<file path="src/logic/e100_pkg.sv">
// word and address widths are fixed; opcodes outside opcode_t fall through to fetch as no-ops
`default_nettype none

package e100_pkg;

    // one bus or memory word
    typedef logic [31:0] word_t;

    // memory word address, low byte of the bus
    typedef logic [7:0] address_t;

    localparam int MEM_DEPTH = 256;

    // E100 opcodes kept in this core
    typedef enum logic [31:0] {
        op_halt = 32'd0,
        op_add  = 32'd1,
        op_sub  = 32'd2,
        op_cp   = 32'd5,
        op_and  = 32'd6,
        op_or   = 32'd7,
        op_not  = 32'd8,
        op_sl   = 32'd9,
        op_sr   = 32'd10,
        op_be   = 32'd13,
        op_bne  = 32'd14,
        op_blt  = 32'd15
    } opcode_t;

    // alu states are shared by all two-operand instructions,
    // branch states by be, bne and blt
    typedef enum logic [4:0] {
        state_reset,
        state_fetch1, state_fetch2, state_fetch3, state_fetch4,
        state_fetch5, state_fetch6, state_fetch7, state_fetch8,
        state_decode,
        state_halt,
        state_alu1, state_alu2, state_alu3, state_alu4, state_alu5, state_alu6,
        state_not1, state_not2, state_not3, state_not4,
        state_cp1, state_cp2, state_cp3, state_cp4,
        state_branch1, state_branch2, state_branch3,
        state_branch4, state_branch5, state_branch6
    } state_t;

    // the one register or unit that drives the bus this cycle
    typedef enum logic [2:0] {
        bus_none,
        bus_iar,
        bus_plus1,
        bus_memory,
        bus_arg1,
        bus_arg2,
        bus_arg3,
        bus_alu
    } bus_source_t;

endpackage

`default_nettype wire

</file>
<file path="src/logic/e100_alu.sv">
// combinational; shifts are logical and give zero for amounts of 32 or more
`timescale 1ns/1ps
`default_nettype none

module e100_alu (
    input  wire e100_pkg::opcode_t opcode,
    input  wire e100_pkg::word_t   op1,
    input  wire e100_pkg::word_t   op2,
    output e100_pkg::word_t        result,
    output logic                   equal,
    output logic                   less
);
    import e100_pkg::*;

    always_comb begin
        case (opcode)
            op_add:  result = op1 + op2;
            // wraps modulo 2**32
            op_sub:  result = op1 - op2;
            op_and:  result = op1 & op2;
            op_or:   result = op1 | op2;
            op_not:  result = ~op1;
            // full 32-bit shift amount
            op_sl:   result = op1 << op2;
            op_sr:   result = op1 >> op2;
            default: result = '0;
        endcase
    end

    // branch flags
    assign equal = (op1 == op2);
    assign less  = ($signed(op1) < $signed(op2));

endmodule

`default_nettype wire

</file>
<file path="config.mk">
export PLATFORM = sky130hd
export DESIGN_NAME = e100_alu
export DESIGN_NICKNAME = d
export VERILOG_FILES = /design/src/logic/e100_pkg.sv /design/src/logic/e100_alu.sv
export SDC_FILE = /design/constraint.sdc
export NUM_CORES = 1
export LEC_CHECK = 0
export ABC_AREA = 1
export BUFFER_PORTS_ARGS = -buffer_cell sky130_fd_sc_hd__buf_2
export CELL_PAD_IN_SITES_DETAIL_PLACEMENT = 1
export CELL_PAD_IN_SITES_GLOBAL_PLACEMENT = 2
export CORE_ASPECT_RATIO = 2
export CORE_MARGIN = 3
export CORE_UTILIZATION = 30
export DETAILED_ROUTE_END_ITERATION = 10
export GPL_TIMING_DRIVEN = 0
export PLACE_DENSITY_LB_ADDON = 0.1
export SYNTH_ARGS = -nofsm -noshare
export SYNTH_HDL_FRONTEND = slang
export SYNTH_SLANG_ARGS = --single-unit
</file>
<file path="constraint.sdc">
create_clock -name vclk -period 4.97
set_input_delay 0.994 -clock vclk [all_inputs]
set_output_delay 0.994 -clock vclk [all_outputs]
set_load 0.05 [all_outputs]
</file>
Word-level counts from Yosys, hierarchy flattened
Index checks and enable logic that the tools add are counted.
{ "word_totals": {"reg_bits": 0, "inputBits": 96, "out_inout_bits": 34} }
{ "op_classes": {"add_sub_neg": 2, "n_lt_le_gt_ge": 1, "eq_ne": 8, "n_shift": 2, "muxes": 1, "n_bitwise": 3} }
{ "ops": {"columns": ["operator", "count"], "rows": [
  ["$pmux 32 s7", 1],
  ["$eq 32x4->1 const B", 3],
  ["$eq 32x3->1 const B", 2],
  ["$add 32x32->32", 1],
  ["$and 32x32->32", 1],
  ["$eq 32x1->1 const B", 1],
  ["$eq 32x2->1 const B", 1],
  ["$eq 32x32->1", 1],
  ["$lt 32x32->1", 1],
  ["$not 32->32", 1],
  ["$or 32x32->32", 1],
  ["$shl 32x32->32", 1],
  ["$shr 32x32->32", 1],
  ["$sub 32x32->32", 1]
]} }

Depth between registers and ports, before layout
Gate-level depths: netlist (run 1).
{ "depth": {"word_depth": 2, "mapped_depth": 21} }

Worst setup path after synthesis (run 1)
OpenSTA, ideal clock, no wires.
{ "synth_path": {"path_type": "input to output", "from": "in op2[2]", "to": "out equal", "arrival_ns": 3.932, "setup_slack_ns": 0.044, "cell_stages": 9, "cell_sequence": "clkbuf_1 -> clkinv_1 -> clkbuf_1 -> ha_1 -> buf_2 -> or2_1 -> inv_1 -> nand4_1 -> nor4_1"} }
{ "synth_via": {"elab_chain_len": 1} }
{ "synth_lines": {"columns": ["element", "line", "source"], "rows": [
  ["from (decl)", "e100_alu.sv:8", "input wire e100_pkg::word_t op2,"],
  ["$eq 32x32->1", "e100_alu.sv:31", "assign equal = (op1 == op2);"],
  ["to (decl)", "e100_alu.sv:10", "output logic equal,"]
]} }
No other way between the ends.

Final worst setup path (run 1)
{ "layout_path": {"from": "in op2[6]", "to": "out result[26]"} }
{ "layout_via": {"elab_chain_len": 2, "elab_cells_between_ends": 5, "classes_between": "2 x add/sub; 2 x shift; 1 x mux"} }
{ "layout_lines": {"columns": ["element", "line", "source"], "rows": [
  ["$sub 32x32->32, or another cell as far along", "e100_alu.sv:19", "op_sub: result = op1 - op2;"],
  ["$pmux 32 s7 *", "e100_alu.sv:16", "case (opcode)"],
  ["to (decl)", "e100_alu.sv:9", "output e100_pkg::word_t result,"]
]} }
Mark *: on every way between the ends. The rest lies on a longest branch, timed or not.

==> results of run 1 <==
[critical path, cell delays in order]
cell and delay [ns]:
buf_2 0.15, nor2_1 0.11, nand2_1 0.12, nor2_4 0.23
nand2_1 0.09, nor2_2 0.12, buf_4 0.24, buf_6 0.22
nand2_1 0.12, nand2_1 0.11, nand3_1 0.12, nand3_1 0.15
nand3_1 0.13, nand3_1 0.30, nand3_1 0.25, nand4_1 0.17
buf_2 0.28
[placed cells by master (no fill, tap or decap), types with 5 or more instances in the layout]
cell	n
buf_4	18
clkbuf_1	30
a221oi_1	5
o21ai_0	78
inv_1	181
nor3_1	16
buf_2	146
a21o_1	10
nor4_1	13
buf_1	11
o21ai_1	23
o22ai_1	27
inv_2	7
a21oi_1	140
nand2_1	457
nand3_2	18
clkbuf_4	8
o21bai_1	6
nand3_1	303
o21ai_2	8
nand4_1	37
nor2_1	143
nand2_2	16
a21oi_2	5
o211ai_1	9
ha_1	109
a31oi_1	6
[metal layers]
layer,global-route usage,vias up,share of wire
li1,-,6249,-
met1,0.365,6707,0.30
met2,0.719,634,0.50
met3,0.0926,385,0.061
met4,0.428,2,0.14
met5,0,-,0.00016
[worst min-delay path by stage]
stage | startpoint | to | slack (ns)
2_1_floorplan | op1[5] | result[5] | 2.46
3_3_place_gp | op2[31] | result[31] | 2.63
3_5_place_dp | op2[31] | result[31] | 2.63
4_1_cts | op2[31] | result[31] | 2.63
5_1_grt | op2[5] | result[0] | 2.63
6_report | op2[31] | result[31] | 2.63
[where the power goes]
group	switching [uW]	internal, uW
Combinational	696	252
Clock	0	0
Sequential	0	0
[final cells by class]
| class | instances | share of cell area |
|---|---|---|
| multi-input combinational | 1488 | 0.769 |
| timing repair buffer | 142 | 0.0753 |
| inverter | 196 | 0.0711 |
| tap | 364 | 0.0428 |
| buffer | 84 | 0.0421 |
[logic make-up (layout without fill, tap and decap cells)]
| group | after synthesis | count (layout) | synth area share |
|---|---|---|---|
| compound gates | 340 | 340 | 0.212 |
| xor+xnor | 2 | 2 | 0.00194 |
| fa+ha+maj | 112 | 112 | 0.157 |
| simple gates | 1034 | 1034 | 0.505 |
| buf+inv | 285 | 422 | 0.124 |
[what timing repair did]
action	4_1_cts	5_1_grt
hold buffers	0	0
setup buffers	1	11
resized for setup	59	68
pin swaps	2	3
setup endpoints to repair	33	31
hold endpoints to repair	0	0
[stage by stage]
stage | total power [uW] | util | hold slack (ns)
6_report | 949 | 0.359 | 2.63
5_1_grt | 1020 | 0.359 | 2.63
4_1_cts | 890 | 0.349 | 2.63
3_5_place_dp | 869 | 0.343 | 2.63
3_3_place_gp | 856 | 0.343 | 2.63
2_1_floorplan | 506 | - | 2.46
==> results.md, run 1 <==
- Final ANT Viol Nets: 0
- Register Area: 0 um^2
- CP endpoint kind: output port
- CP arrival: 3.93 ns
- Seq_cells: 0
- Pleak: 0.00563 uW
- DRC: 0
- Peak VDD IR: 0.0000428 V
- Vias in the first global route: 14,600
- Leading area contributor after synthesis: nand2_1
- Post-route cell area: 10,600 um^2
- Fin cells: 2,274
- PortBufs: 130
- Die Ht: 252 um
- DP Worst Slack: -1.73 ns
- Power Density: 89.2 nW/um^2
- Crit path max fanout: 10
- Fillers: 4,261
- Final hold vios: 0
- Element type at the critical path start: input port
- I/O pin total: 130
- WS Path Type: input port to output port
- Synthesis-to-finish area growth: 17.5%
- Pin count of the biggest net entering global routing: 13
- Clkbuf count: 0
- WL/cell: 30.0 um
- Grt ovf: 0
- Status: finished, final reports clean
- GRT Overall Usage: 0.411
- Worst-Margin Slew: 1.17 ns
- 1st-iter DRT viols: 876
- Detailed Routing Iterations Pass 1: 5
- Gate Count Post-Synth: 1,773
- # rows: 89
- Fin crit period: 4.92 ns
- Hold path depth: 5
- Min-delay worst type: input port to output port
- Die area: 32,400 um^2
- Max_slew headroom: 0.222
- Mean Syn Cell Area: 5.10 um^2
- Max Clock Freq: 203 MHz
- CP required: 3.98 ns
- Seq/Total Area, Yosys: 0
- Placed inst area: 10,200 um^2
- Die Span X: 129 um
- Placed insts: 2,267
- CP Launch Point: op2[6]
- Initial antenna violation count: 2
- Unrepaired setup endpoints after global routing: true
- Final worst-path cycle share: 0.990
- Core box area: 29,600 um^2
- Final setup viols: 0
- Top-count cell post-synth: nand2_1
- Synth top cells by count: nand2_1 (469), nand3_1 (319), inv_1 (186)
- Setup_tns: 0 ns
- Share of cells above drive strength 1: 0.143
- Final #Nets: 2,120
- Synth Cell Area: 9050 um^2
- Synth warn: 0
- Post-Syn Nets: 1,981
- Initial core utilization: 0.306
- Largest cells by area after synthesis: nand2_1 (19%), nand3_1 (18%), ha_1 (15%)
- N_diodes: 0
- Post-synth top area share: 0.195
- Synth cell types: 51
- Final WL: 68,300 um
- Final Wtd Congestion: 1.12
- Crit path to: result[26]
- Multi-input gate area: 8180 um^2
- Max Cap Viol: 0
- First-pass GRT wire length: 96,400 um
- Slew Limit Fails: 0
- Vias per cell: 6.15
- Routed via count: 14,000
- Fin worst setup slack: 0.0489 ns
- Dpl hpwl: 56,600 um
(Power assumes the default switching activity.)
==> inputs of run 2 (changes only) <==
- CORE_ASPECT_RATIO: 2 -> 1.75
==> results.md, run 2 (same netlist as run 1, synthesis figures left out) <==
- Seq_cells: 0
- Clkbuf count: 0
- Initial antenna violation count: 2
- Final Wtd Congestion: 1.03
- Slew Limit Fails: 0
- Crit path max fanout: 4
- Element type at the critical path start: input port
- Most frequent cells in the layout: nand2_1 (457), nand3_1 (307), inv_1 (183), buf_2 (147), a21oi_1 (142)
- Fin crit period: 4.93 ns
- Die Span X: 137 um
- Routed via count: 13,700
- Hold path start: op2[31]
- Die Ht: 236 um
- WL/cell: 28.5 um
- Die area: 32,400 um^2
- Register Area: 0 um^2
- Share of cells above drive strength 1: 0.138
- Final hold vios: 0
- I/O pin total: 130
- # rows: 83
- CP required: 3.98 ns
- Vias per cell: 5.99
- Dpl hpwl: 54,400 um
- Hold path depth: 5
- Max Cap Viol: 0
- Final setup viols: 0
- Core box area: 29,500 um^2
- Most common cell after layout, fill and taps aside: nand2_1
- Status: finished, final reports clean
- DRC: 0
- Synthesis-to-finish area growth: 17.4%
- Pleak: 0.00562 uW
- Final ANT Viol Nets: 0
- PortBufs: 130
- Min-delay worst type: input port to output port
- Worst-Margin Slew: 1.12 ns
- Final worst-path cycle share: 0.993
- WS Path Type: input port to output port
- Total Power: 928 uW
- Peak VDD IR: 0.0000431 V
- Grt ovf: 0
- Hold Path End: result[31]
- First-pass GRT wire length: 93,000 um
- Pin count of the biggest net entering global routing: 13
- Max_slew headroom: 0.252
- Max Clock Freq: 203 MHz
- Hold-fix buffers, CTS: 0
- Vias in the first global route: 14,200
- Setup_tns: 0 ns
- GRT Overall Usage: 0.396
- N_diodes: 0
- 1st-iter DRT viols: 895
- CP arrival: 3.94 ns
- Power Density: 87.4 nW/um^2
- Final #Nets: 2,121
- Final WL: 65,300 um
- Detailed Routing Iterations Pass 1: 5
- Initial core utilization: 0.307
- CP endpoint kind: output port
-- run 2: through the flow --
stage	worst slack, ns	cell area, um^2	instances	util	hold WS (ns)
3_3_place_gp	-1.74	10200	2285	0.345	2.61
2_1_floorplan	0.0440	9050	1773	-	2.46
5_1_grt	-0.00936	10600	2293	0.360	2.60
4_1_cts	0.00123	10400	2287	0.353	2.62
3_5_place_dp	-1.76	10200	2285	0.345	2.62
6_report	0.0365	10600	2293	0.360	2.56
-- run 2: how the worst max path moves through the flow --
stage,startpoint,slack (ns),end,depth (start not counted)
after floorplan,op2[2],0.04,equal,9
after global placement,op2[2],-1.74,result[29],19
after detailed placement,op2[2],-1.76,result[29],19
after CTS,op2[1],0.001,result[19],22
after global routing,op2[1],-0.009,result[19],22
final,op2[9],0.04,result[19],18
-- run 2: repair_timing --
item / in CTS / in global routing
endpoints found under the setup margin: 32 / 28
cloned: 0 / 0
pin swaps: 3 / 3
setup buffers: 4 / 8
resized for setup: 56 / 61
-- run 2: critical path, cell delays in order --
cell and delay [ns]:
buf_2 0.19, inv_1 0.15, nand2_1 0.09, nor2_1 0.11, nand2_1 0.15, nor2_4 0.26
buf_4 0.18, nand3_1 0.12, nand2_1 0.27, nand3_1 0.19, nand3_1 0.19, nand3_2 0.25
nand2_1 0.13, inv_1 0.05, nand4_1 0.06, nand2_1 0.20, nand3_2 0.17, buf_8 0.15
-- run 2: per-layer routing --
| metal | up-vias | share of wire | GRT usage |
|---|---|---|---|
| met1 | 6593 | 0.33 | 0.378 |
| met4 | 4 | 0.13 | 0.385 |
| met3 | 342 | 0.059 | 0.0975 |
| met5 | - | 0.00044 | 0 |
| li1 | 6248 | - | - |
| met2 | 554 | 0.48 | 0.666 |
-- run 2: area by class of cell --
cell class | instances | area [um^2]
plain buffers | 85 | 467
fillers | 4281 | 18900
inverters | 196 | 756
multi-input cells | 1488 | 8140
well taps | 382 | 478
repair buffers | 142 | 786
-- run 2: power by group --
| part | total (uW) | switching [uW] | leakage [uW] | internal [uW] |
|---|---|---|---|---|
| clock | 0 | 0 | 0 | 0 |
| sequential | 0 | 0 | 0 | 0 |
| combinational | 928 | 676 | 0.00562 | 252 |
