--- src/logic/e100_pkg.sv ---
// word and address widths are fixed; opcodes outside opcode_t fall through to fetch as no-ops
`default_nettype none

package e100_pkg;

    // one bus or memory word
    typedef logic [31:0] word_t;

    // memory word address, low byte of the bus
    typedef logic [7:0] address_t;

    localparam int MEM_DEPTH = 256;

    // E100 opcodes kept in this core
    typedef enum logic [31:0] {
        op_halt = 32'd0,
        op_add  = 32'd1,
        op_sub  = 32'd2,
        op_cp   = 32'd5,
        op_and  = 32'd6,
        op_or   = 32'd7,
        op_not  = 32'd8,
        op_sl   = 32'd9,
        op_sr   = 32'd10,
        op_be   = 32'd13,
        op_bne  = 32'd14,
        op_blt  = 32'd15
    } opcode_t;

    // alu states are shared by all two-operand instructions,
    // branch states by be, bne and blt
    typedef enum logic [4:0] {
        state_reset,
        state_fetch1, state_fetch2, state_fetch3, state_fetch4,
        state_fetch5, state_fetch6, state_fetch7, state_fetch8,
        state_decode,
        state_halt,
        state_alu1, state_alu2, state_alu3, state_alu4, state_alu5, state_alu6,
        state_not1, state_not2, state_not3, state_not4,
        state_cp1, state_cp2, state_cp3, state_cp4,
        state_branch1, state_branch2, state_branch3,
        state_branch4, state_branch5, state_branch6
    } state_t;

    // the one register or unit that drives the bus this cycle
    typedef enum logic [2:0] {
        bus_none,
        bus_iar,
        bus_plus1,
        bus_memory,
        bus_arg1,
        bus_arg2,
        bus_arg3,
        bus_alu
    } bus_source_t;

endpackage

`default_nettype wire

--- src/logic/e100_control.sv ---
// one bus transfer per state; unknown opcodes return to fetch, halt never leaves
`timescale 1ns/1ps
`default_nettype none

module e100_control (
    input  wire logic                 clock,
    input  wire logic                 reset,
    input  wire e100_pkg::opcode_t    opcode,
    input  wire logic                 equal,
    input  wire logic                 less,
    output e100_pkg::bus_source_t     bus_source,
    output logic                      iar_write,
    output logic                      address_write,
    output logic                      opcode_write,
    output logic                      arg1_write,
    output logic                      arg2_write,
    output logic                      arg3_write,
    output logic                      op1_write,
    output logic                      op2_write,
    output logic                      memory_write,
    output logic                      halted
);
    import e100_pkg::*;

    state_t state;
    state_t next_state;
    logic   taken;

    // branch condition picked by the latched opcode
    always_comb begin
        case (opcode)
            op_be:   taken = equal;
            op_bne:  taken = ~equal;
            op_blt:  taken = less;
            default: taken = 1'b0;
        endcase
    end

    always_comb begin
        bus_source    = bus_none;
        iar_write     = 1'b0;
        address_write = 1'b0;
        opcode_write  = 1'b0;
        arg1_write    = 1'b0;
        arg2_write    = 1'b0;
        arg3_write    = 1'b0;
        op1_write     = 1'b0;
        op2_write     = 1'b0;
        memory_write  = 1'b0;
        next_state    = state_reset;

        case (state)
            state_reset: next_state = state_fetch1;

            // opcode and three argument words
            state_fetch1: begin
                bus_source    = bus_iar;
                address_write = 1'b1;
                next_state    = state_fetch2;
            end
            state_fetch2: begin
                bus_source   = bus_memory;
                opcode_write = 1'b1;
                next_state   = state_fetch3;
            end
            state_fetch3, state_fetch5, state_fetch7: begin
                // step iar and point memory at the next word
                bus_source    = bus_plus1;
                iar_write     = 1'b1;
                address_write = 1'b1;
                next_state    = (state == state_fetch3) ? state_fetch4
                              : (state == state_fetch5) ? state_fetch6 : state_fetch8;
            end
            state_fetch4: begin
                bus_source = bus_memory;
                arg1_write = 1'b1;
                next_state = state_fetch5;
            end
            state_fetch6: begin
                bus_source = bus_memory;
                arg2_write = 1'b1;
                next_state = state_fetch7;
            end
            state_fetch8: begin
                bus_source = bus_memory;
                arg3_write = 1'b1;
                next_state = state_decode;
            end

            state_decode: begin
                // iar now points past arg3
                bus_source = bus_plus1;
                iar_write  = 1'b1;
                case (opcode)
                    op_halt:                                    next_state = state_halt;
                    op_add, op_sub, op_and, op_or, op_sl, op_sr: next_state = state_alu1;
                    op_not:                                     next_state = state_not1;
                    op_cp:                                      next_state = state_cp1;
                    op_be, op_bne, op_blt:                      next_state = state_branch1;
                    default:                                    next_state = state_fetch1;
                endcase
            end

            state_halt: next_state = state_halt;

            // operand loads, common to alu and branch sequences
            state_alu1, state_branch1, state_not1, state_cp1: begin
                bus_source    = bus_arg2;
                address_write = 1'b1;
                next_state    = (state == state_alu1) ? state_alu2
                              : (state == state_branch1) ? state_branch2
                              : (state == state_not1) ? state_not2 : state_cp2;
            end
            state_alu2, state_branch2, state_not2: begin
                bus_source = bus_memory;
                op1_write  = 1'b1;
                next_state = (state == state_alu2) ? state_alu3
                           : (state == state_branch2) ? state_branch3 : state_not3;
            end
            state_alu3, state_branch3: begin
                bus_source    = bus_arg3;
                address_write = 1'b1;
                next_state    = (state == state_alu3) ? state_alu4 : state_branch4;
            end
            state_alu4, state_branch4: begin
                bus_source = bus_memory;
                op2_write  = 1'b1;
                next_state = (state == state_alu4) ? state_alu5 : state_branch5;
            end

            // destination address, then store
            state_alu5, state_not3, state_cp3: begin
                bus_source    = bus_arg1;
                address_write = 1'b1;
                next_state    = (state == state_alu5) ? state_alu6
                              : (state == state_not3) ? state_not4 : state_cp4;
            end
            state_alu6, state_not4: begin
                bus_source   = bus_alu;
                memory_write = 1'b1;
                next_state   = state_fetch1;
            end

            // arg3 is free after fetch, so cp parks the word there
            state_cp2: begin
                bus_source = bus_memory;
                arg3_write = 1'b1;
                next_state = state_cp3;
            end
            state_cp4: begin
                bus_source   = bus_arg3;
                memory_write = 1'b1;
                next_state   = state_fetch1;
            end

            state_branch5: next_state = taken ? state_branch6 : state_fetch1;
            state_branch6: begin
                bus_source = bus_arg1;
                iar_write  = 1'b1;
                next_state = state_fetch1;
            end

            default: next_state = state_reset;
        endcase
    end

    assign halted = (state == state_halt);

    always_ff @(posedge clock) begin
        if (reset) begin
            state <= state_reset;
        end else begin
            state <= next_state;
        end
    end

endmodule

`default_nettype wire

--- config.mk ---
export PLATFORM = sky130hd
export DESIGN_NAME = e100_control
export DESIGN_NICKNAME = d
export VERILOG_FILES = /design/src/logic/e100_pkg.sv /design/src/logic/e100_control.sv
export SDC_FILE = /design/constraint.sdc
export NUM_CORES = 1
export LEC_CHECK = 0
export ABC_AREA = 1
export BUFFER_PORTS_ARGS = -buffer_cell sky130_fd_sc_hd__buf_2
export CAP_MARGIN = 30
export CORE_MARGIN = 2
export CORE_UTILIZATION = 50
export DETAILED_ROUTE_END_ITERATION = 8
export HOLD_SLACK_MARGIN = 0.03
export PLACE_DENSITY = 0.88
export REMOVE_ABC_BUFFERS = 1
export SYNTH_ARGS = -nofsm -noshare
export SYNTH_HDL_FRONTEND = slang
export SYNTH_SLANG_ARGS = --single-unit
--- constraint.sdc ---
create_clock -name clock -period 2.5 [get_ports clock]
set_clock_uncertainty 0.1 [all_clocks]
set_input_delay 0.125 -clock clock [delete_from_list [all_inputs] [get_ports clock]]
set_output_delay 0.125 -clock clock [all_outputs]
set_load 0.05 [all_outputs]
* After elaboration in Yosys (flattened, before gate mapping)
Memories as Yosys holds them, arrays and structs flattened. Index checks and enable logic that the tools add are counted.
Storage, ports and cells: register bits after elaboration 5, bits in read-only memories 80, input bits 36, output and inout bits 13, memories kept 1
Memory list:
- (no name shown) | words 16, width 5, rd ports 1, clocked after memory_dff 0, write ports 0, line e100_control.sv:94 | case (opcode)
Operators by class: equal/unequal tests 33, muxes and demuxes 25, bitwise operators 1, reductions and logical operators 18
Operators with widths (number):
- 32-bit by 4-bit equality test with 1-bit output (second input constant) | 3
- 5-bit case mux with 16 select lines | 1
- 5-bit equality test (second input constant) | 15
- 5-bit by 4-bit equality test with 1-bit output (second input constant) | 8
- 5-bit two-way mux | 6
- 28-bit logical NOT | 1
- 4-bit two-way mux | 6
- 3-bit case mux with 7 select lines | 1
- 5-bit by 3-bit equality test with 1-bit output (second input constant) | 4
- 3-bit OR reduction | 5
- 13-bit OR reduction | 1
- 4-bit OR reduction | 3
- 5-bit by 2-bit equality test with 1-bit output (second input constant) | 2
- 10-bit OR reduction | 1
- 5-bit OR reduction | 2
- 1-bit two-way mux | 9
- 2-bit OR reduction | 4
- 5-bit by 1-bit equality test with 1-bit output (second input constant) | 1
- 5-bit logical NOT | 1
- 3-bit two-way mux | 1
- 1-bit case mux with 3 select lines | 1
- 1-bit inverter | 1

* Depth between registers and ports, before layout
depth in word-level cells 5, depth in mapped cells 11

* Least setup slack after synthesis
OpenSTA, ideal clock, no wires.
path type register to output, start point register state[3], end point output bus_source[1], data arrival time 2017 ps, setup slack 258 ps, cell stages (with the launch flop) 9, buffers on the path 1, path through dfxtp_1 -> buf_6 -> nor2_1 -> inv_1 -> nor2_1 -> nor2_1 -> nand2_1 -> nor3_1 -> nand3b_1
Between the ends: word-level cells in the longest chain between the ends 3, elaborated cells between the ends (all ways) 35, classes of those cells eq/ne: 28; mux: 1; reduce/logical: 6
Ends and longest elaborated chain:
- from (decl) | line e100_control.sv:25 | state_t state;
- from (signal assigned) | line e100_control.sv:171 | state <= state_reset;
- from (signal assigned) | line e100_control.sv:173 | state <= next_state;
- 5-bit by 4-bit equality test with 1-bit output (tied with other cells) | line e100_control.sv:52 | case (state)
- 10-bit OR reduction (no source line) (tied with other cells)
- 3-bit case mux with 7 select lines * | line e100_control.sv:52
- to (decl) | line e100_control.sv:11 | output e100_pkg::bus_source_t bus_source,
Mark *: on every way between the ends. The rest lies on a longest branch, timed or not.

* Worst setup path in the final report
start point register state[4], end point output bus_source[0]
Same word-level chain as after synthesis.

==> report_table.html <==
<table>
<tr><th>Metric</th><th>Value</th></tr>
<tr><th colspan="2">Run status</th></tr>
<tr><td>Status</td><td>finished clean</td></tr>
<tr><th colspan="2">Power and ir drop</th></tr>
<tr><td>Static power due to leakage</td><td>0.908 nW</td></tr>
<tr><td>Total internal power</td><td>0.200 mW</td></tr>
<tr><td>Switching power share of the total</td><td>0.422</td></tr>
<tr><td>Total power divided by cell area</td><td>257 nW/um^2</td></tr>
<tr><td>Portion of total power attributed to combinational logic</td><td>0.466</td></tr>
<tr><td>Total net switching power</td><td>0.146 mW</td></tr>
<tr><td>Sequential Power Share</td><td>0.258</td></tr>
<tr><td>Relative contribution of the clock network to total power</td><td>0.276</td></tr>
<tr><td>Max IR drop VDD</td><td>241 uV</td></tr>
<tr><td>Final total power</td><td>0.345 mW</td></tr>
<tr><th colspan="2">Cells and area</th></tr>
<tr><td>Leading registers by flop count</td><td>state (5)</td></tr>
<tr><td>Syn-to-layout area delta</td><td>27.4%</td></tr>
<tr><td>Final std cell area, no fill</td><td>1350 um^2</td></tr>
<tr><td>Fill count</td><td>203</td></tr>
<tr><td>Post-layout instance count excluding filler cells</td><td>292</td></tr>
<tr><td>Share of layout cells above drive strength 1</td><td>0.223</td></tr>
<tr><td>Number of antenna repair diodes</td><td>0</td></tr>
<tr><td>Total number of nets in the final design</td><td>308</td></tr>
<tr><td>Area occupied by multi-input gates</td><td>788 um^2</td></tr>
<tr><td>Register ranked first by flip-flop count</td><td>state</td></tr>
<tr><td>Final design utilization</td><td>0.679</td></tr>
<tr><td>Number of flip-flops under the largest register name</td><td>5</td></tr>
<tr><td>Total area of sequential cells</td><td>100 um^2</td></tr>
<tr><th colspan="2">Route</th></tr>
<tr><td>Routed via count</td><td>1415</td></tr>
<tr><td>Count of nets left with antenna violations after detail routing</td><td>0</td></tr>
<tr><td>Via count normalized by instance count</td><td>4.85</td></tr>
<tr><td>DRT iter0 DRCs</td><td>32</td></tr>
<tr><td>First drt pass iteration count</td><td>4</td></tr>
<tr><td>DRT Wirelength</td><td>2900 um</td></tr>
<tr><td>Wire per inst</td><td>9.91 um</td></tr>
<tr><td>Total DRC errors in the routed layout</td><td>0</td></tr>
<tr><th colspan="2">Yosys</th></tr>
<tr><td>Post-synthesis cell type count</td><td>24</td></tr>
<tr><td>Top cells by area in the synthesized netlist</td><td>nand2_1, nor2_1, inv_1</td></tr>
<tr><td>Count of flip-flops with a built-in enable after synthesis</td><td>0</td></tr>
<tr><td>Area share of the largest cell type after synthesis</td><td>0.227</td></tr>
<tr><td>Share of synthesized registers carrying an async set or reset</td><td>0</td></tr>
<tr><td>Synthesized-area fraction occupied by adder cells</td><td>0.0711</td></tr>
<tr><td>Complex-gate fraction of the synthesized area</td><td>0.0746</td></tr>
<tr><td>Number of synthesized register bits</td><td>5</td></tr>
<tr><td>Post-Syn Area per Cell</td><td>4.91 um^2</td></tr>
<tr><td>Basic-gate share of the synthesized area counting and, or, nand and nor cells</td><td>0.601</td></tr>
<tr><td>Post-synthesis share of cell area spent on xor and xnor gates</td><td>0</td></tr>
<tr><td>Cell count after synthesis</td><td>215</td></tr>
<tr><td>Post-synth top area cell</td><td>nand2_1</td></tr>
<tr><td>Share of cell area taken by muxes after synthesis</td><td>0</td></tr>
<tr><td>Post-synth top cells</td><td>nand2_1, nor2_1, inv_1</td></tr>
<tr><td>Largest family of logic cells by synthesized area</td><td>simple AND/OR/NAND/NOR gates</td></tr>
<tr><td>Most frequently used cell type in the post-synthesis netlist</td><td>nand2_1</td></tr>
<tr><td>Sequential area share after synthesis</td><td>0.0948</td></tr>
<tr><td>Most used flip-flop cell after synthesis</td><td>dfxtp_1</td></tr>
<tr><td>Summed instance area of the synthesized netlist</td><td>1060 um^2</td></tr>
<tr><td>Warnings from Yosys</td><td>0</td></tr>
<tr><th colspan="2">Floorplanning</th></tr>
<tr><td>Die Outline Area</td><td>2500 um^2</td></tr>
<tr><td>Cell row count</td><td>16</td></tr>
<tr><td>Width of the die</td><td>50.0 um</td></tr>
<tr><td>Initial Utilization</td><td>0.533</td></tr>
<tr><td>Vertical die dimension</td><td>50.0 um</td></tr>
<tr><td>Area of the placeable core</td><td>1980 um^2</td></tr>
<tr><td>IO Count</td><td>49</td></tr>
<tr><th colspan="2">Placement</th></tr>
<tr><td>Setup WS pre-CTS</td><td>0.574 ns</td></tr>
<tr><td>Placed Area</td><td>1310 um^2</td></tr>
<tr><td>Dpl hpwl</td><td>2390 um</td></tr>
<tr><td>Placed Cells</td><td>287</td></tr>
<tr><td>Global placer's final weighted congestion</td><td>0.947</td></tr>
<tr><td>Number of port buffers</td><td>48</td></tr>
<tr><th colspan="2">Global routing</th></tr>
<tr><td>Maximum number of pins on one net before global-route repair</td><td>13</td></tr>
<tr><td>Global router's overall resource usage</td><td>0.278</td></tr>
<tr><td>Met1 demand-to-capacity share in global routing</td><td>0.328</td></tr>
<tr><td>M2 GR Usage</td><td>0.504</td></tr>
<tr><td>Via count of the first global-routing pass</td><td>1391</td></tr>
<tr><td>GR met3 Demand/Resource</td><td>0.0182</td></tr>
<tr><td>Number of antenna violations at the first check in global routing</td><td>0</td></tr>
<tr><td>Wire length of the first global-routing pass</td><td>5510 um</td></tr>
<tr><td>Residual overflow from global routing</td><td>0</td></tr>
<tr><td>Layer carrying the most global-route usage</td><td>met2</td></tr>
<tr><th colspan="2">STA</th></tr>
<tr><td>Final worst path period need</td><td>2.23 ns</td></tr>
<tr><td>Highest achievable clock rate</td><td>448 MHz</td></tr>
<tr><td>Normalized max-slew margin</td><td>0.689</td></tr>
<tr><td>Worst-case hold slack</td><td>0.247 ns</td></tr>
<tr><td>Setup slack of the critical path after layout</td><td>0.268 ns</td></tr>
<tr><td>Transition time of the tightest slew-check pin</td><td>0.465 ns</td></tr>
<tr><td>Number of failing hold endpoints at the final stage</td><td>0</td></tr>
<tr><td>Tcrit/Tclk final</td><td>0.893</td></tr>
<tr><td>Setup TNS</td><td>0 ns</td></tr>
<tr><td>Setup Viol. Count Final</td><td>0</td></tr>
<tr><td>Final max-slew violation count</td><td>0</td></tr>
<tr><td>Setup repair after global routing missed its margin</td><td>false</td></tr>
<tr><th colspan="2">Worst setup path</th></tr>
<tr><td>Minimum setup slack among reg-to-reg paths</td><td>0.67 ns</td></tr>
<tr><td>R2R Path Start</td><td>state[4]$_SDFF_PP0_</td></tr>
<tr><td>Reg2reg path depth</td><td>10</td></tr>
<tr><td>Cells along the critical path</td><td>inv_1 -&gt; nand3_1 -&gt; inv_1 -&gt; nor2_1 -&gt; nand2_1 -&gt; nor3_1 -&gt; nand3_1 -&gt; buf_2</td></tr>
<tr><td>Maximum single-stage delay on the critical path</td><td>0.54 ns</td></tr>
<tr><td>Largest fanout on the critical path</td><td>12</td></tr>
<tr><td>Type of destination of the critical path</td><td>primary output</td></tr>
<tr><td>Critical Path Start Type</td><td>flop</td></tr>
<tr><td>Required time at the worst-slack endpoint</td><td>2.28 ns</td></tr>
<tr><td>Type of the worst setup path</td><td>reg -&gt; out</td></tr>
<tr><td>Signal arrival time at the worst endpoint</td><td>2.01 ns</td></tr>
<tr><td>Worst flop-to-flop path endpoint</td><td>state[2]$_SDFF_PP0_</td></tr>
<tr><td>Slowest library cell on the worst path</td><td>dfxtp_1</td></tr>
<tr><th colspan="2">Clocking</th></tr>
<tr><td>Skew-Pair Late Insertion Delay</td><td>0.25 ns</td></tr>
<tr><td>Clock transition time at the flip-flop clock pins of the worst setup and hold paths</td><td>0.05 ns</td></tr>
<tr><td>CTS sink cnt</td><td>5</td></tr>
<tr><td>Number of CTS-inserted buffers</td><td>3</td></tr>
<tr><td>Maximum count of clock buffers along a single path</td><td>2</td></tr>
<tr><td>Clock tree from TritonCTS</td><td>built</td></tr>
<tr><td>Clock root cell</td><td>clkbuf_4</td></tr>
<tr><td>H-tree Lvls</td><td>1</td></tr>
<tr><th colspan="2">Min path</th></tr>
<tr><td>Hold Crit Class</td><td>in -&gt; reg</td></tr>
<tr><td>WHS Endpoint</td><td>state[0]$_SDFF_PP0_</td></tr>
<tr><td>Start point of the worst min-delay path</td><td>opcode[3]</td></tr>
<tr><td>Worst hold stages</td><td>7</td></tr>
<tr><th colspan="2">Run</th></tr>
<tr><td>Maximum capacitance violations</td><td>0</td></tr>
</table>
## power groups by stage
stage / combinational [mW] / clock [mW] / sequential (mW)
2_1_floorplan: 0.104 / 0 / 0.0893
3_3_place_gp: 0.156 / 0 / 0.0904
3_5_place_dp: 0.159 / 0 / 0.0904
4_1_cts: 0.160 / 0.0963 / 0.0889
5_1_grt: 0.181 / 0.101 / 0.0902
6_report: 0.161 / 0.0954 / 0.0891
## final cells by class
class	count	share of cell area
clock buffers	4	0.0195
inverters	39	0.109
multi-input cells	168	0.586
flip-flops and latches	5	0.0744
well taps	27	0.0251
repair buffers	49	0.186
## kinds of logic (layout without fill, tap and decap cells)
logic type / count (synthesis) / count (layout)
buf+inv: 42 / 92
simple gates: 150 / 150
fa+ha+maj: 6 / 6
compound gates: 12 / 12
flops: 5 / 5
## routing by layer
layer	share of wire	vias up
met1	0.44	592
li1	-	757
met5	0	-
met3	0.053	8
met4	0.022	0
met2	0.48	58
## repair_timing
| action | 4_1_cts | 5_1_grt |
|---|---|---|
| endpoints found under the hold margin | 2 | 0 |
| hold buffers | 1 | 0 |
| buffers inserted | 0 | 0 |
| gates resized for setup | 0 | 0 |
## critical path: cells and delay by family (launching register included)
kind,cells,cell delay [ns]
buffers and inverters,3,0.55
flip-flops,1,0.54
AND/OR/NAND/NOR,5,0.66
## layout by cell type, fill, tap and decap left out, types with 2 or more instances in the layout
| cell | count |
|---|---|
| o211ai_1 | 3 |
| inv_2 | 2 |
| o21ai_0 | 5 |
| buf_2 | 48 |
| ha_1 | 6 |
| inv_1 | 37 |
| nor2_1 | 51 |
| nor3_1 | 7 |
| nand3_1 | 19 |
| dfxtp_1 | 5 |
| clkbuf_4 | 3 |
| nand3b_1 | 2 |
| nand2_1 | 64 |
## worst max-delay path by stage
stage / depth (start not counted) / end / from / slack [ns]
final: 8 / bus_source[0] / state[4]$_SDFF_PP0_ / 0.27
after global routing: 8 / bus_source[0] / state[4]$_SDFF_PP0_ / 0.07
after global placement: 9 / bus_source[1] / state[3]$_SDFF_PP0_ / 0.64
after floorplan: 7 / bus_source[1] / state[3]$_SDFF_PP0_ / 0.24
after detailed placement: 8 / bus_source[1] / state[4]$_SDFF_PP0_ / 0.57
after CTS: 8 / bus_source[1] / state[4]$_SDFF_PP0_ / 0.30
Power figures use the tool's default switching activity.
