--- src/logic/e100_pkg.sv ---
// word and address widths are fixed; opcodes outside opcode_t fall through to fetch as no-ops
`default_nettype none

package e100_pkg;

    // one bus or memory word
    typedef logic [31:0] word_t;

    // memory word address, low byte of the bus
    typedef logic [7:0] address_t;

    localparam int MEM_DEPTH = 256;

    // E100 opcodes kept in this core
    typedef enum logic [31:0] {
        op_halt = 32'd0,
        op_add  = 32'd1,
        op_sub  = 32'd2,
        op_cp   = 32'd5,
        op_and  = 32'd6,
        op_or   = 32'd7,
        op_not  = 32'd8,
        op_sl   = 32'd9,
        op_sr   = 32'd10,
        op_be   = 32'd13,
        op_bne  = 32'd14,
        op_blt  = 32'd15
    } opcode_t;

    // alu states are shared by all two-operand instructions,
    // branch states by be, bne and blt
    typedef enum logic [4:0] {
        state_reset,
        state_fetch1, state_fetch2, state_fetch3, state_fetch4,
        state_fetch5, state_fetch6, state_fetch7, state_fetch8,
        state_decode,
        state_halt,
        state_alu1, state_alu2, state_alu3, state_alu4, state_alu5, state_alu6,
        state_not1, state_not2, state_not3, state_not4,
        state_cp1, state_cp2, state_cp3, state_cp4,
        state_branch1, state_branch2, state_branch3,
        state_branch4, state_branch5, state_branch6
    } state_t;

    // the one register or unit that drives the bus this cycle
    typedef enum logic [2:0] {
        bus_none,
        bus_iar,
        bus_plus1,
        bus_memory,
        bus_arg1,
        bus_arg2,
        bus_arg3,
        bus_alu
    } bus_source_t;

endpackage

`default_nettype wire

--- src/logic/e100_datapath.sv ---
// single bus, one driver per cycle; address register keeps only the low 8 bus bits
`timescale 1ns/1ps
`default_nettype none

module e100_datapath (
    input  wire logic                  clock,
    input  wire logic                  reset,
    input  wire e100_pkg::bus_source_t bus_source,
    input  wire logic                  iar_write,
    input  wire logic                  address_write,
    input  wire logic                  opcode_write,
    input  wire logic                  arg1_write,
    input  wire logic                  arg2_write,
    input  wire logic                  arg3_write,
    input  wire logic                  op1_write,
    input  wire logic                  op2_write,
    input  wire e100_pkg::word_t       memory_data,
    input  wire e100_pkg::word_t       alu_result,
    output e100_pkg::word_t            bus,
    output e100_pkg::address_t         address,
    output e100_pkg::opcode_t          opcode,
    output e100_pkg::word_t            op1,
    output e100_pkg::word_t            op2
);
    import e100_pkg::*;

    word_t iar;
    word_t iar_plus1;
    word_t arg1;
    word_t arg2;
    word_t arg3;

    assign iar_plus1 = iar + word_t'(1);

    // bus multiplexer
    always_comb begin
        case (bus_source)
            bus_iar:    bus = iar;
            bus_plus1:  bus = iar_plus1;
            bus_memory: bus = memory_data;
            bus_arg1:   bus = arg1;
            bus_arg2:   bus = arg2;
            bus_arg3:   bus = arg3;
            bus_alu:    bus = alu_result;
            default:    bus = '0;
        endcase
    end

    always_ff @(posedge clock) begin
        if (reset) begin
            iar     <= '0;
            address <= '0;
            opcode  <= op_halt;
            arg1    <= '0;
            arg2    <= '0;
            arg3    <= '0;
            op1     <= '0;
            op2     <= '0;
        end else begin
            if (iar_write) begin
                iar <= bus;
            end
            if (address_write) begin
                address <= bus[7:0];
            end
            // any 32-bit value may land here, unknown ones decode as no-ops
            if (opcode_write) begin
                opcode <= opcode_t'(bus);
            end
            if (arg1_write) begin
                arg1 <= bus;
            end
            if (arg2_write) begin
                arg2 <= bus;
            end
            if (arg3_write) begin
                arg3 <= bus;
            end
            if (op1_write) begin
                op1 <= bus;
            end
            if (op2_write) begin
                op2 <= bus;
            end
        end
    end

endmodule

`default_nettype wire

--- config.mk ---
export PLATFORM = sky130hd
export DESIGN_NAME = e100_datapath
export DESIGN_NICKNAME = d
export VERILOG_FILES = /design/src/logic/e100_pkg.sv /design/src/logic/e100_datapath.sv
export SDC_FILE = /design/constraint.sdc
export NUM_CORES = 1
export LEC_CHECK = 0
export ABC_CLOCK_PERIOD_IN_PS = 2800
export BUFFER_PORTS_ARGS = -buffer_cell sky130_fd_sc_hd__buf_2
export CAP_MARGIN = 10
export CORE_UTILIZATION = 25
export CTS_CLUSTER_SIZE = 28
export DETAILED_ROUTE_END_ITERATION = 10
export SLEW_MARGIN = 20
export SYNTH_ARGS = -nofsm -noshare
export SYNTH_HDL_FRONTEND = slang
export SYNTH_SLANG_ARGS = --single-unit
--- constraint.sdc ---
create_clock -name clock -period 2.8 [get_ports clock]
set_clock_uncertainty 0.1 [all_clocks]
set_input_delay 0.14 -clock clock [delete_from_list [all_inputs] [get_ports clock]]
set_output_delay 0.14 -clock clock [all_outputs]
set_load 0.02 [all_outputs]
# After elaboration in Yosys (flattened, before gate mapping)
# Index checks and enable logic that the tools add are counted.
word_totals:
  regBits: 232
  input_bits: 77
  output_inout_bits: 136
classes:
  addsub: 1
  eq_ne: 7
  mux: 1
op_table:
  columns: ["op", "count"]
  rows:
  - ["one-hot mux 32 bit (7 select lines)", 1]
  - ["adder 32 x 1 -> 32 bit (second input constant)", 1]
  - ["equality test 3 bit (second input constant)", 4]
  - ["equality test 3 x 2 -> 1 bit (second input constant)", 2]
  - ["equality test 3 x 1 -> 1 bit (second input constant)", 1]

# Logic depth before layout (Yosys ltp)
# Gate-level depths: netlist of run 1.
logic_depth:
  ltp_word: 2
  depth_mapped: 8
  ltp_nobuf: 6

# Worst setup path after synthesis of run 1
# OpenSTA, ideal clock, no wires.
synth_timing:
  path_kind: "reg-to-output"
  start: "reg iar[0]"
  end: "out bus[16]"
  t_arrival_ns: 2.372
  slack_ns: 0.188
  path_stages_with_launch: 8
  path_buffers: 1
  path_cell_list: "dfxtp_1 > ha_1 > nand3_2 > or4_1 > clkbuf_2 > xnor2_1 > a221oi_1 > inv_1"
synth_via:
  elab_chain_cells: 2
synth_rtl:
  columns: ["item", "line", "rtl"]
  rows:
  - ["from (decl)", "e100_datapath.sv:27", "word_t iar;"]
  - ["from (signal assigned)", "e100_datapath.sv:61", "iar <= bus;"]
  - ["adder 32 x 1 -> 32 bit", "e100_datapath.sv:33", "assign iar_plus1 = iar + word_t'(1);"]
  - ["one-hot mux 32 bit (7 select lines)", "e100_datapath.sv:37", "case (bus_source)"]
  - ["to (decl)", "e100_datapath.sv:19", "output e100_pkg::word_t bus,"]
# No other way between the ends.

# Worst setup path in the final report of run 1
layout_timing:
  start: "reg iar[1]"
  end: "out bus[16]"
# The elaborated chain is that of the path after synthesis.

==> impl.org, run 1 <==
** Run status
- The flow ran to the end, but the final reports show violations.
- Failing checks :: setup timing

** Min path
- The worst hold path terminates at arg2[31].
- The worst hold path was traced through 3 stages.
- Classification of the worst-slack hold path :: input pin to register
- Start point of the worst min-delay path :: arg2_write

** Routing
- The pre-antenna-repair detailed-routing pass consisted of 5 iterations.
- After detailed routing, the average wire length per cell comes to 20.0 µm.
- Overall routed net length :: 39200 µm
- For this block, the via count after detailed routing is 9890.
- The detail route stage leaves a number of antenna-violating nets equal to 0.
- Average vias per placed instance :: 5.05
- After the first detailed-routing iteration, the DRC count stood at about 690.
- In the routed design, unresolved DRC markers number 0.

** Clock network
- CTS clk-pin slew, worst paths :: 0.07 ns
- Clock Path Buffers :: 3
- CTS built an H-tree with a depth of 1.
- Clock tree synthesis selected as its root buffer the cell sky130_fd_sc_hd__clkbuf_16.
- Clock latency on the worst-skew pair, taken at its later pin, is 0.55 ns.
- Clock Sinks :: approximately 230
- TritonCTS built the clock tree.
- Buffers inserted during clock tree synthesis total 26.

** STA
- Measured against its own limit, the worst slew margin works out to 31.0%.
- Setup repair after global routing could not meet its margin everywhere.
- The routed design could run at a clock period as short as 2.85 ns.
- On the final layout, the worst hold slack is 0.0399 ns.
- Maximum clock frequency :: 351 MHz
- Count of endpoints failing hold in the final timing report :: 0
- The worst path uses 102% of the clock period.
- Across all setup checks in the final design, the least slack found is -0.0473 ns.
- For the pin with the worst max-slew slack, the measured transition is 1.03 ns.
- The number of pins exceeding their max-slew limit in the final report came to 0.
- Setup violators final :: 4
- Sum of negative setup slack :: -0.0662 ns

** Setup path
- The number of cells on the worst reg-to-reg path is 11.
- By startpoint and endpoint, the worst setup path is classified as register to output pin.
- Kind of launch point of the worst setup path :: register
- STA puts the critical path data arrival time at approximately 2.6 ns.
- Biggest fanout along the worst timing path :: 5
- The worst register-to-register path ends at op2[16].
- Reg2reg setup slack :: 0.26 ns
- The worst setup path is captured at an output pin.
- Worst Path Required :: 2.56 ns
- Reg-to-reg critical path startpoint :: iar[1]

** Yosys
- Share of Yosys cell area claimed by the top area cell type :: 44.8%
- The cell area that synthesis handed to floorplanning was 10400 µm².
- Proportion of synthesized flip-flops having asynchronous set or reset :: 0%
- Net Count, Synth :: 1232
- Main area contributors after synthesis :: sky130_fd_sc_hd__dfxtp_1, sky130_fd_sc_hd__a211oi_1, sky130_fd_sc_hd__nor2_1, sky130_fd_sc_hd__mux2i_1, sky130_fd_sc_hd__clkbuf_1
- Leading area contributor after synthesis :: sky130_fd_sc_hd__dfxtp_1
- Number of flops mapped to enable cells by yosys :: 0
- After synthesis, the netlist uses 59 different library cells.
- Commonest register cell after synthesis :: sky130_fd_sc_hd__dfxtp_1
- Synthesized flop and latch total :: ~230
- Sequential share of the synthesized area :: 44.8%
- Total number of yosys warnings :: 0
- Synthesis handed over a netlist of about 1200 instances.
- Each instance of the synthesized netlist takes up on average 8.99 µm².

** Global routing
- The number of antenna violations at the first check in global routing was 2.
- First-pass GRT wire length :: 59100 µm
- Summed over all layers, the global routing overflow is 0.
- Via count of the first global-routing pass :: 9526
- Largest net degree at the start of global routing :: 77
- Global routing used a little under a fifth of the available tracks across all layers.

** Layout
- End-of-flow core utilization :: 34.2%
- In the layout the commonest cells are sky130_fd_sc_hd__nor2_1, sky130_fd_sc_hd__dfxtp_1, sky130_fd_sc_hd__buf_2, sky130_fd_sc_hd__a211oi_1, sky130_fd_sc_hd__buf_4.
- Most common cell after layout, fill and taps aside :: sky130_fd_sc_hd__nor2_1
- Compared with the post-synthesis result, the final layout area differs by 34.8%.
- Design Area, Final :: 14000 µm²
- For this run, the number of standard cells in the final layout without fillers is 1957.
- Fraction of layout instances using a drive strength above 1 :: 34.3%
- At the end of the flow, the number of nets in the layout was approximately 1500.

** Placement
- The congestion estimate from routability-driven global placement came to 0.914.
- The wire-length estimate of the detail-placed layout is between 20000 and 30000 µm.
- Count of buffers inserted at the top-level ports :: between 200 and 250
- After detailed placement, the total cell area comes to 12500 µm².
- Setup WS pre-CTS :: 0.0637 ns
- After detailed placement, the design holds a cell count of 1876.

** Die
- Starting density of the core :: 25.4%
- Count of boundary I/O pins :: between 200 and 250
- Die W :: just over 200 µm
- The die is 206 µm tall.
- After floorplanning, the core was divided into 74 placement rows.
- Standard cell core area :: 40800 µm²
- Total Die Area :: about 42000 µm²

** Power and ir drop
- VDD sags by at most about 650 µV.
- In this run the static leakage power is 5.90 nW.
- Pwr dens :: ~650 nW/µm²
- After layout, the design draws a total of 9.04 mW.

** Run
- The tool flagged a number of max-cap violations equal to 0.
==> registers in the layout, indices dropped and copies added, names as in the netlist <==
name and cells:
arg1 32, arg2 32, opcode 32, arg3 32
op2 32, address 8, op1 32, iar 32
==> cell families (layout without fill, tap and decap cells) <==
logic type / Yosys count / count (layout) / synth area share [%]
AND/OR/NAND/NOR: 363 / 363 / 15.4
buffers and inverters: 152 / 422 / 5.80
adder cells (fa/ha/maj): 1 / 1 / 0.121
XOR/XNOR: 14 / 14 / 1.18
flip-flops: 232 / 232 / 44.8
other: 0 / 1 / 0
AO/OA/AOI/OAI: 318 / 318 / 24.0
multiplexers: 74 / 74 / 8.72
==> final cells by class <==
class                           count  area, µm²
Inverter                           36        138
Sequential cell                   232       4650
Multi-Input combinational cell    770       5380
Tap cell                          532        666
Clock buffer                       35        746
Antenna cell                        1       2.50
Fill cell                        4257      26900
Clock inverter                     11        163
Timing Repair Buffer              340       2230
==> where the power goes <==
| group | leakage [nW] | total [mW] | internal, mW | switching, mW |
|---|---|---|---|---|
| registers | 1.92 | 3.69 | 3.55 | 0.143 |
| clock network | 0.451 | 3.65 | 2.23 | 1.42 |
| logic | 3.52 | 1.70 | 0.657 | 1.04 |
==> worst max-delay path: stages (launching register included) <==
cell,delay [ns]
sky130_fd_sc_hd__dfxtp_2,0.36
sky130_fd_sc_hd__ha_4,0.16
sky130_fd_sc_hd__nand3_4,0.08
sky130_fd_sc_hd__buf_6,0.13
sky130_fd_sc_hd__or4_4,0.49
sky130_fd_sc_hd__buf_6,0.15
sky130_fd_sc_hd__xnor2_2,0.12
sky130_fd_sc_hd__a221oi_2,0.23
sky130_fd_sc_hd__buf_4,0.18
sky130_fd_sc_hd__inv_2,0.04
sky130_fd_sc_hd__buf_6,0.12
==> cell usage after synthesis (3+ instances only) <==
master                      number
sky130_fd_sc_hd__a211oi_1      198
sky130_fd_sc_hd__a211oi_2       22
sky130_fd_sc_hd__a21oi_1        15
sky130_fd_sc_hd__a221oi_1        7
sky130_fd_sc_hd__a22oi_1         9
sky130_fd_sc_hd__a311oi_1        8
sky130_fd_sc_hd__a32oi_1         3
sky130_fd_sc_hd__and3_1          9
sky130_fd_sc_hd__buf_1          11
sky130_fd_sc_hd__buf_2          11
sky130_fd_sc_hd__clkbuf_1       90
sky130_fd_sc_hd__dfxtp_1       232
sky130_fd_sc_hd__inv_1          36
sky130_fd_sc_hd__mux2_2         21
sky130_fd_sc_hd__mux2i_1        42
sky130_fd_sc_hd__mux4_2         11
sky130_fd_sc_hd__nand2_1        39
sky130_fd_sc_hd__nand3_1         9
sky130_fd_sc_hd__nand4_1        10
sky130_fd_sc_hd__nor2_1        244
sky130_fd_sc_hd__nor2b_1         4
sky130_fd_sc_hd__nor3_1         13
sky130_fd_sc_hd__nor3b_1         3
sky130_fd_sc_hd__nor3b_2         3
sky130_fd_sc_hd__nor4_1          8
sky130_fd_sc_hd__o211a_1         3
sky130_fd_sc_hd__o211ai_1        8
sky130_fd_sc_hd__o21ai_0        15
sky130_fd_sc_hd__o221ai_1        7
sky130_fd_sc_hd__o2bb2ai_1       4
sky130_fd_sc_hd__or3_1           3
sky130_fd_sc_hd__or4_1           7
sky130_fd_sc_hd__xnor2_1         7
sky130_fd_sc_hd__xor2_1          7
==> worst max path at each step <==
stage	start	to	slack [ns]	cells past startpoint
2_1_floorplan	iar[0]	bus[16]	0.19	7
3_3_place_gp	iar[0]	bus[30]	0.08	7
3_5_place_dp	iar[0]	bus[30]	0.06	7
4_1_cts	iar[1]	bus[16]	-0.06	10
5_1_grt	iar[1]	bus[16]	-0.13	10
6_report	iar[1]	bus[16]	-0.05	10
==> routing by layer <==
layer	vias up	wire, µm	global-route usage [%]
met4	2	1260	6.35
met5	-	17	0
met1	4776	18200	25.8
met2	319	17000	27.2
li1	4720	-	-
met3	73	2730	3.64
==> what timing repair did <==
action,4_1_cts,5_1_grt
setup buffers,18,13
setup endpoints to repair,21,24
hold buffers,3,0
resized for setup,51,25
pin swaps,14,8
hold endpoints to repair,20,0
No activity file was read; power rests on OpenSTA's default activity.
==> run 2, diff against run 1 <==
--- a/config.mk
+++ b/config.mk
@@ -5,12 +5,13 @@
 export SDC_FILE = /design/constraint.sdc
 export NUM_CORES = 1
 export LEC_CHECK = 0
-export ABC_CLOCK_PERIOD_IN_PS = 2800
+export ABC_CLOCK_PERIOD_IN_PS = 3500
 export BUFFER_PORTS_ARGS = -buffer_cell sky130_fd_sc_hd__buf_2
 export CAP_MARGIN = 10
-export CORE_UTILIZATION = 25
+export CORE_UTILIZATION = 59
 export CTS_CLUSTER_SIZE = 28
 export DETAILED_ROUTE_END_ITERATION = 10
+export PLACE_DENSITY = 0.85
 export SLEW_MARGIN = 20
 export SYNTH_ARGS = -nofsm -noshare
 export SYNTH_HDL_FRONTEND = slang
==> constraint.sdc (replaced) <==
create_clock -name clock -period 3.5 [get_ports clock]
set_clock_uncertainty 0.1 [all_clocks]
set_input_delay 0.175 -clock clock [delete_from_list [all_inputs] [get_ports clock]]
set_output_delay 0.175 -clock clock [all_outputs]
set_load 0.02 [all_outputs]
==> impl.org, run 2 (synthesis results as in run 1) <==
** Layout
- Compared with the post-synthesis result, the final layout area differs by 20.2%.
- The layout has about 1200 filler cells.
- Most frequent cells in the layout :: sky130_fd_sc_hd__nor2_1, sky130_fd_sc_hd__dfxtp_1, sky130_fd_sc_hd__buf_2, sky130_fd_sc_hd__a211oi_1, sky130_fd_sc_hd__mux2i_1
- Combined area of the multi-input logic cells :: just over 5000 µm²
- Fraction of layout instances using a drive strength above 1 :: 27.0%
- Layout Nets :: 1387
- Once layout is complete, the cells apart from fillers number 1552.
- Combined flip-flop and latch cell area :: 4640 µm²
- The library cell used most frequently in the layout, excluding fill and tap cells, is sky130_fd_sc_hd__nor2_1.
- Measured on the finished design, the core utilization comes to 72.3%.
- Design Area, Final :: about 12000 µm²

** Global routing
- The first global-routing pass estimated 48500 µm of wire.
- Across every metal layer, demand over resource in global routing totals 33.7%.
- Initial antenna violation count :: 1
- Largest net degree at the start of global routing :: 150
- Summed over all layers, the global routing overflow is 0.
- The number of global-route vias before repair was 8966.

** Setup path
- Crit-path leading delay family :: simple AND/OR/NAND/NOR gates
- STA puts the critical path data arrival time at 3.08 ns.
- In this design, the stage delay of the slowest critical-path cell is 0.62 ns.
- The worst setup path is launched from a register.
- Buffers & Inverters on Critical Path :: 2
- STA puts the critical path data required time at 3.22 ns.
- Traced cell by cell, the critical path runs through ha_1 > nand3_2 > or4_4 > or4_1 > and3_2 > inv_1 > buf_2.
- Among all stages on the critical path, the largest delay is contributed by sky130_fd_sc_hd__or4_4.
- Class of the most critical setup path :: register to output pin
- In this run the worst path has a maximum fanout of 10.
- STA classifies the critical path endpoint as an output pin.

** Routing
- The routed design has 31300 µm of wire.
- Via total after detailed routing :: 9713
- For this block, the initial DRC count from the detailed router was about 1100.
- After detailed routing, the number of vias per cell comes to 6.26.
- For this run, design rule violations remaining after detail routing come to 0.
- Drt first pass iters :: 6
- Once detail routing completed, the nets flagged for antenna violations numbered 0.
- In the final routed layout, each cell accounts on average for a little over 20 µm.

** STA
- Setup violations remaining at the end of the flow were counted as 0.
- Slew @ Worst Pin :: 1.05 ns
- Fin. max-slew vios :: 0
- Hold Worst Slack :: 0.0684 ns
- Maximum clock frequency :: 298 MHz
- Sum of negative setup slack :: 0 ns
- Remaining max-slew budget at the tightest pin :: between 20% and 30%
- Setup ws final :: 0.143 ns
- Setup repair after global routing left no endpoint under its margin.
- Final critical path time including I/O delays and setup :: 3.36 ns
- The hold violation count in the final report is 0.
- Final worst-path cycle share :: 95.9%

** Placement
- During placement, the flow inserted port buffers numbering roughly 210.
- Placed cell areas :: around 12000 µm²
- At the placement stage, the worst setup path has a slack of 0.530 ns.
- The congestion estimate from routability-driven global placement came to 0.945.
- Detailed placement ended at an HPWL of 20100 µm.
- Instance count after placement with tap cells included :: 1506

** Clock network
- Buffers inserted by post-CTS timing repair :: 0
- The tree is rooted in a sky130_fd_sc_hd__clkbuf_16.
- In this run, CTS created clock tree buffers numbering 24.
- Clock Path Buffers :: 3
- TritonCTS built the clock tree.
- Clock Sinks :: 232
- CTS clk-pin slew, worst paths :: 0.07 ns
- Htree depth :: 1
- Clock latency reported for the late side of the worst-skew pair :: 0.52 ns

** Die
- In this run the core area contains 48 standard-cell rows.
- Total Die Area :: 18100 µm²
- The core region is around 17000 µm².
- Count of boundary I/O pins :: 213
- Once the floorplan was initialized, standard cells occupied between 60% and 70% of the core.
- Die W :: 135 µm
- From bottom edge to top edge, the die measures around 130 µm.

** Power and ir drop
- Overall power :: roughly 7 mW
- Pwr dens :: 557 nW/µm²
- For this design the static power due to leakage is 5.29 nW.
- Maximum vdd ir drop :: 378 µV

** Min path
- Classification of the worst-slack hold path :: input pin to register

** Run
- Max-cap violations in this run came to 0.

** Run status
- The run finished with clean final reports.
[run 2: cell count changes in the layout (fill, tap and decap cells not counted), sizes merged]
cell and change:
buf -94, clkinv -2, dlygate4sd3 -2
[run 2: worst min-delay path, cell delays in order]
cell and delay (ns):
sky130_fd_sc_hd__buf_6 0.10, sky130_fd_sc_hd__buf_12 0.22, sky130_fd_sc_hd__nor2_1 0.15
[run 2: final timing paths]
| path | from | endpoint | slack (ns) | depth (start not counted) |
|---|---|---|---|---|
| worst min register to register | opcode[14] | opcode[14] | 0.38 | 2 |
| worst max register to register | iar[0] | iar[26] | 0.74 | 6 |
| worst max-delay path | iar[0] | bus[20] | 0.14 | 7 |
| worst min-delay path | reset | address[0] | 0.07 | 3 |
[run 2: per-layer routing]
metal / GRT usage [%] / vias up / share of wire [%]
li1: - / 4519 / -
met1: 46.7 / 4565 / 41
met2: 51.2 / 552 / 45
met3: 7.81 / 77 / 11
met4: 12.5 / 0 / 3.1
met5: 0 / - / 0
[run 2: area by class of cell]
class	instances	share of cell area, %
diodes	1	0.0201
multi-input cells	770	41.4
well taps	225	2.26
clock inverters	9	1.19
clock buffers	34	5.93
inverters	36	1.08
flip-flops and latches	232	37.3
repair buffers	245	10.9
[run 2: power breakdown]
part           switching [mW]  total, mW  internal (mW)
Combinational           0.736       1.14          0.408
Clock                    1.07       2.83           1.76
Sequential              0.136       2.97           2.84
Total                    1.94       6.95           5.01
[run 2: what timing repair did]
action | in CTS | in global routing
gates resized for setup | 1 | 6
pin swaps | 0 | 0
setup endpoints to repair | 1 | 6
hold buffers | 1 | 0
endpoints found under the hold margin | 8 | 0
